[config.mk]
export PLATFORM = sky130hd
export DESIGN_NAME = multi_insert_queue_top
export DESIGN_NICKNAME = d
export VERILOG_FILES = /design/src/miq_pkg.sv /design/src/lane_packer.sv /design/src/insert_queue.sv /design/src/multi_insert_queue_top.sv
export VERILOG_INCLUDE_DIRS = /design/src
export SDC_FILE = /design/constraint.sdc
export NUM_CORES = 1
export LEC_CHECK = 0
export BUFFER_PORTS_ARGS = -buffer_cell sky130_fd_sc_hd__buf_2
export CELL_PAD_IN_SITES_DETAIL_PLACEMENT = 1
export CELL_PAD_IN_SITES_GLOBAL_PLACEMENT = 2
export CORE_ASPECT_RATIO = 0.6
export CORE_MARGIN = 10
export CORE_UTILIZATION = 38
export CTS_BUF_LIST = sky130_fd_sc_hd__clkbuf_8
export CTS_CLUSTER_DIAMETER = 200
export CTS_CLUSTER_SIZE = 14
export DETAILED_ROUTE_END_ITERATION = 10
export PLACE_DENSITY_LB_ADDON = 0.1
export SYNTH_ARGS = -nofsm -noshare
export SYNTH_HDL_FRONTEND = slang
export SYNTH_SLANG_ARGS = --single-unit
export TNS_END_PERCENT = 30
[constraint.sdc]
create_clock -name clk -period 6.1 [get_ports clk]
set_input_delay 0.305 -clock clk [delete_from_list [all_inputs] [get_ports clk]]
set_output_delay 0.305 -clock clk [all_outputs]
set_load 0.005 [all_outputs]
[src/miq_defs.svh]
`ifndef MIQ_DEFS_SVH
`define MIQ_DEFS_SVH

// Width of one data word in bits
`define MIQ_DATA_WIDTH 16

// Queue capacity in words
// Must stay a power of two, the pointers rely on natural wrap
`define MIQ_DEPTH 16

// Producer lanes offered per clock
`define MIQ_LANES 4

`endif

[src/miq_pkg.sv]
`include "miq_defs.svh"

package miq_pkg;

    // One data word
    typedef logic [`MIQ_DATA_WIDTH-1:0] data_t;

    // One bit per producer lane
    typedef logic [`MIQ_LANES-1:0] lane_mask_t;

    // All lane words side by side, lane 0 in the low bits
    typedef logic [`MIQ_LANES*`MIQ_DATA_WIDTH-1:0] lane_bus_t;

    // Words moved in one cycle, 0 to MIQ_LANES
    typedef logic [$clog2(`MIQ_LANES+1)-1:0] lane_cnt_t;

    // Buffer index, wraps at MIQ_DEPTH
    typedef logic [$clog2(`MIQ_DEPTH)-1:0] ptr_t;

    // Occupancy or free space, 0 to MIQ_DEPTH
    typedef logic [$clog2(`MIQ_DEPTH+1)-1:0] occ_t;

endpackage

[src/lane_packer.sv]
`timescale 1ns/1ps
`include "miq_defs.svh"

// Compacts the accepted lanes into a dense, lane-ordered group of words
module lane_packer (
    input  miq_pkg::lane_mask_t lane_valid,
    input  miq_pkg::lane_bus_t  lane_data,
    input  miq_pkg::occ_t       free_slots,
    output miq_pkg::lane_mask_t lane_ready,
    output miq_pkg::lane_bus_t  wr_data,
    output miq_pkg::lane_cnt_t  wr_count
);

    import miq_pkg::*;

    lane_mask_t accept;                  // Valid and ready this cycle
    lane_cnt_t  prefix [`MIQ_LANES+1];   // Accepted lanes below each index

    // Lane g may go only if there is room for g+1 words.
    // Readiness looks at free space alone, never at valid.
    genvar g;
    generate
        for (g = 0; g < `MIQ_LANES; g++) begin : g_ready
            assign lane_ready[g] = (g < free_slots);
        end
    endgenerate

    assign accept = lane_valid & lane_ready;

    // Running count of accepted lanes
    always_comb begin
        prefix[0] = '0;
        for (int i = 0; i < `MIQ_LANES; i++) begin
            prefix[i+1] = prefix[i] + lane_cnt_t'(accept[i]);
        end
    end

    assign wr_count = prefix[`MIQ_LANES];

    // Each accepted lane lands in the slot given by its prefix count,
    // so skipped lanes leave no hole in the packed group
    always_comb begin
        wr_data = '0;                    // Slots above wr_count are unused
        for (int i = 0; i < `MIQ_LANES; i++) begin
            if (accept[i]) begin
                wr_data[prefix[i]*`MIQ_DATA_WIDTH +: `MIQ_DATA_WIDTH] =
                    lane_data[i*`MIQ_DATA_WIDTH +: `MIQ_DATA_WIDTH];
            end
        end
    end

endmodule

[src/insert_queue.sv]
`timescale 1ns/1ps
`include "miq_defs.svh"

// Circular buffer taking up to MIQ_LANES packed words per cycle, one out
module insert_queue (
    input  logic                clk,
    input  logic                rst_n,
    input  miq_pkg::lane_bus_t  wr_data,
    input  miq_pkg::lane_cnt_t  wr_count,
    input  logic                pop,
    output miq_pkg::data_t      pop_data,
    output miq_pkg::occ_t       free_slots,
    output logic                full,
    output logic                empty,
    output miq_pkg::occ_t       occupancy
);

    import miq_pkg::*;

    data_t mem [`MIQ_DEPTH];             // Word storage

    ptr_t  head;                         // Oldest word
    ptr_t  tail;                         // Next free slot
    occ_t  count;                        // Words held

    ptr_t  wr_addr [`MIQ_LANES];         // Wrapped address per packed slot
    logic  pop_en;                       // Pop that actually removes a word
    occ_t  next_count;

    // Status straight from registered state
    assign empty      = (count == '0);
    assign full       = (count == occ_t'(`MIQ_DEPTH));
    assign occupancy  = count;
    assign free_slots = occ_t'(`MIQ_DEPTH) - count;
    assign pop_data   = mem[head];

    // Pop on empty is simply ignored
    assign pop_en = pop && !empty;

    // Writes and pop folded into a single count update
    assign next_count = count + occ_t'(wr_count) - occ_t'(pop_en);

    genvar g;
    generate
        for (g = 0; g < `MIQ_LANES; g++) begin : g_addr
            assign wr_addr[g] = tail + ptr_t'(g);   // Wraps at depth
        end
    endgenerate

    // Slot i goes to tail+i when it is part of this group
    always_ff @(posedge clk) begin
        for (int i = 0; i < `MIQ_LANES; i++) begin
            if (i < wr_count) begin
                mem[wr_addr[i]] <= wr_data[i*`MIQ_DATA_WIDTH +: `MIQ_DATA_WIDTH];
            end
        end
    end

    always_ff @(posedge clk or negedge rst_n) begin
        if (!rst_n) begin
            head  <= '0;
            tail  <= '0;
            count <= '0;
        end else begin
            tail  <= tail + ptr_t'(wr_count);
            count <= next_count;
            if (pop_en) begin
                head <= head + 1'b1;
            end
        end
    end

endmodule

[src/multi_insert_queue_top.sv]
`timescale 1ns/1ps
`include "miq_defs.svh"

// Multi-lane collection queue, packer in front of the circular buffer
module multi_insert_queue_top (
    input  logic                clk,
    input  logic                rst_n,
    input  miq_pkg::lane_mask_t lane_valid,
    input  miq_pkg::lane_bus_t  lane_data,
    output miq_pkg::lane_mask_t lane_ready,
    input  logic                pop,
    output miq_pkg::data_t      pop_data,
    output logic                full,
    output logic                empty,
    output miq_pkg::occ_t       occupancy
);

    import miq_pkg::*;

    lane_bus_t wr_data;                  // Packed words, slot 0 first
    lane_cnt_t wr_count;                 // Words in this group
    occ_t      free_slots;               // Room left before this edge

    // Combinational, no latency through here
    lane_packer u_packer (
        .lane_valid (lane_valid),
        .lane_data  (lane_data),
        .free_slots (free_slots),
        .lane_ready (lane_ready),
        .wr_data    (wr_data),
        .wr_count   (wr_count)
    );

    // One edge from write or pop to status
    insert_queue u_queue (
        .clk        (clk),
        .rst_n      (rst_n),
        .wr_data    (wr_data),
        .wr_count   (wr_count),
        .pop        (pop),
        .pop_data   (pop_data),
        .free_slots (free_slots),
        .full       (full),
        .empty      (empty),
        .occupancy  (occupancy)
    );

endmodule

==> reports/qor.csv <==
stage,metric,value,unit
logic_synthesis,sequential fraction of the synthesis area,40.7,%
global_routing,Total GRT Usage,30.1,%
routing,drt pass-1 iters,6,
global_routing,initial antenna violation count,3,
logic_synthesis,Synth Net Count,2103,
finish,layout cell share with drive strength beyond 1,21.4,%
power_and_ir_drop,VDD IR max,0.316,mV
setup_path,Reg2Reg Depth,25,
routing,Vias/cell,7.18,
setup_path,R2R Setup Slk,0.28,ns
timing,Final Max Slew Viols,0,
routing,routed wire length,96700,um
die,Die Wd,314,um
timing,Worst Tran Pin Value,1.33,ns
finish,register area,8020,um2
die,Die H,196,um
power_and_ir_drop,Leak,7.18,nW
setup_path,r2r startpoint,u_queue.occupancy[1],
clocking,CTS Buf Count,23,
finish,post-route cell area,21700,um2
clocking,Bufs on Longest Clock Path,3,
global_routing,first-pass GRT wire length,139000,um
logic_synthesis,top cell type's share of synthesized area,39.1,%
setup_path,FF-to-FF End,u_queue.mem[0][1],
logic_synthesis,cells after synthesis,2007,
setup_path,Startpoint Class,flip-flop,
worst_hold_path,hold crit path type,primary input to async pin,
logic_synthesis,Unique masters post-synth,75,
setup_path,required time worst endpoint,6.47,ns
setup_path,CP startpoint,u_queue.occupancy[1],
die,die area,61600,um2
finish,final-stage net count,2123,
placement,Routability Congestion,0.917,
setup_path,Worst Path Arrival,6.18,ns
placement,"Cell Area, Placed",21000,um2
logic_synthesis,Synth area leaders,"edfxtp_1 (39%), mux4_2 (9.2%), o221ai_1 (8.1%), a211oi_1 (7.0%), nand2_1 (5.4%)",
logic_synthesis,cell area after synthesis,19700,um2
logic_synthesis,synth warn,0,
clocking,clock root buffer,clkbuf_8,
flow_run,Max-Cap Viols,0,
setup_path,Crit Path Class,flip-flop to flip-flop,
global_routing,largest net degree at the start of global routing,46,
placement,Port Buffers,97,
routing,Vias,19600,
finish,footprint of the multi-input gates,10700,um2
logic_synthesis,asr flop ratio synth,4.83,%
die,Core ar.,51100,um2
power_and_ir_drop,power per cell area,588,nW/um2
routing,wire per inst,35.5,um
routing,Routed Antenna Nets,0,
routing,Residual DRC,0,
timing,post-route minimum period,5.82,ns
die,Starting Density,38.5,%
setup_path,Worst path max stage delay,0.64,ns
timing,RSZ-0062 raised after global routing,no,
timing,Layout Skew,0.0359,ns
timing,Final setup viols,0,
finish,Diodes inserted,0,
clocking,CTS H-tree depth,1,
logic_synthesis,top post-synthesis cells by count,"nand2_1 (281), edfxtp_1 (256), nor2_1 (252)",
setup_path,endpoint class of the critical path,flip-flop,
die,io pins,98,
global_routing,vias in the first global route,19300,
logic_synthesis,mean post-synth cell area,9.80,um2
global_routing,GRT overflow,0,
logic_synthesis,Synth area leader,edfxtp_1,
logic_synthesis,"count leader, synth",nand2_1,
clocking,Worst-path clk slew,0.10,ns
logic_synthesis,Yosys reg bits,269,
timing,Slew headroom,11.5,%
timing,Final period util,95.4,%
clocking,CTS tree,yes,
routing,initial drt markers,2522,
die,# rows,64,
clocking,Clock Latency Late Sink,0.65,ns
logic_synthesis,"EDFF count, synth",256,
setup_path,Critical Path Sink,u_queue.mem[0][1],
timing,Fin. Hold Viols,0,
logic_synthesis,Post-synth top flop,edfxtp_1,
setup_path,worst-path fanout max,13,
timing,TNS Setup,0,ns
finish,Fillers,5767,
timing,Fmax achieved,172,MHz
finish,Layout area overhead,10.2,%
finish,post-layout util,42.5,%
setup_path,slowest CP cell,nor3b_2,
placement,Final HPWL DP,68100,um
clocking,Sink Count,269,
timing,worst hold slack,0.0947,ns
status,run status,finished clean,
setup_path,"most used cell, CP",nand2_1,
==> cells in the final DEF (no fill, tap or decap), types with 5 or more instances in the layout <==
master	n
a211oi_1	184
a21o_1	8
a21oi_1	22
a221o_1	12
a221oi_1	45
a22o_1	31
a22o_2	10
a22oi_1	5
a2bb2oi_1	13
a31oi_1	15
and2_1	9
buf_2	97
buf_4	124
clkbuf_8	23
dfrtp_1	11
edfxtp_1	256
ha_1	21
inv_1	52
mux4_2	80
nand2_1	264
nand2_2	24
nand2b_1	20
nand3_1	21
nor2_1	250
nor3_2	18
nor3b_2	5
nor3b_4	7
o21ai_0	30
o21ai_2	13
o221ai_1	182
o22ai_1	59
o2bb2ai_1	18
xnor2_1	14
==> worst min path at each step <==
stage               startpoint                   end  depth (start not counted)
floorplan                rst_n       u_queue.head[0]                          0
CTS                      rst_n  u_queue.occupancy[4]                          2
detailed placement       rst_n  u_queue.occupancy[4]                          1
global placement         rst_n  u_queue.occupancy[1]                          1
global route             rst_n  u_queue.occupancy[4]                          2
finish                   rst_n  u_queue.occupancy[4]                          2
==> area by class of cell <==
class | count | share of cell area (%)
clock inverter | 9 | 0.248
tap | 693 | 4.00
sequential | 269 | 37.0
clock buffer | 23 | 1.46
inverter | 45 | 0.779
multi-input combinational | 1460 | 49.5
timing repair buffer | 228 | 7.01
==> critical path: cells and delay by family (launching register included) <==
kind	cells	cell delay [ns]
simple gates	11	2.10
buf+inv	5	0.68
flops	1	0.42
compound gates	4	0.84
fa+ha+maj	5	1.48
==> state kept, by name, summed over array words and instances (netlist names) <==
register	count
u_queue.head	4
u_queue.mem	256
u_queue.occupancy	5
u_queue.tail	4
==> layer usage <==
metal / wire, um / GRT usage, % / up-vias
met4: 2590 / 8.27 / 4
li1: - / - / 7980
met1: 43900 / 44.6 / 10100
met2: 39900 / 43.0 / 1273
met5: 23 / 0 / -
met3: 10300 / 7.08 / 168
==> timing repair <==
| action | in CTS | in global routing |
|---|---|---|
| buffers inserted | 0 | 6 |
| hold buffers | 1 | 0 |
| hold endpoints to repair | 13 | 0 |
| gates resized for setup | 11 | 39 |
| pin swaps | 0 | 2 |
| endpoints found under the setup margin | 164 | 258 |
==> metrics by stage <==
step,total power [W],cells,setup slack (ns)
5_1_grt,0.0134,2727,0.00911
6_report,0.0128,2727,0.283
3_3_place_gp,0.0112,2688,-0.112
3_5_place_dp,0.0114,2688,-0.362
4_1_cts,0.0125,2721,-0.00563
2_1_floorplan,0.00839,2007,-0.0863
==> power breakdown <==
group          total, W  internal, W  switching (W)
Clock           0.00108     0.000354       0.000728
Combinational   0.00781      0.00282        0.00499
Sequential      0.00386      0.00341       0.000445
Total            0.0128      0.00659        0.00616
==> logic make-up (layout without fill, tap and decap cells) <==
| kind of cell | after synthesis | in the layout | synth area share (%) |
|---|---|---|---|
| AO/OA/AOI/OAI | 680 | 680 | 27.0 |
| XOR/XNOR | 17 | 17 | 0.757 |
| adder cells (fa/ha/maj) | 25 | 25 | 1.70 |
| buffers and inverters | 278 | 305 | 6.22 |
| flip-flops | 269 | 269 | 40.7 |
| multiplexers | 81 | 81 | 9.21 |
| AND/OR/NAND/NOR | 657 | 657 | 14.3 |
(Power assumes the default switching activity.)
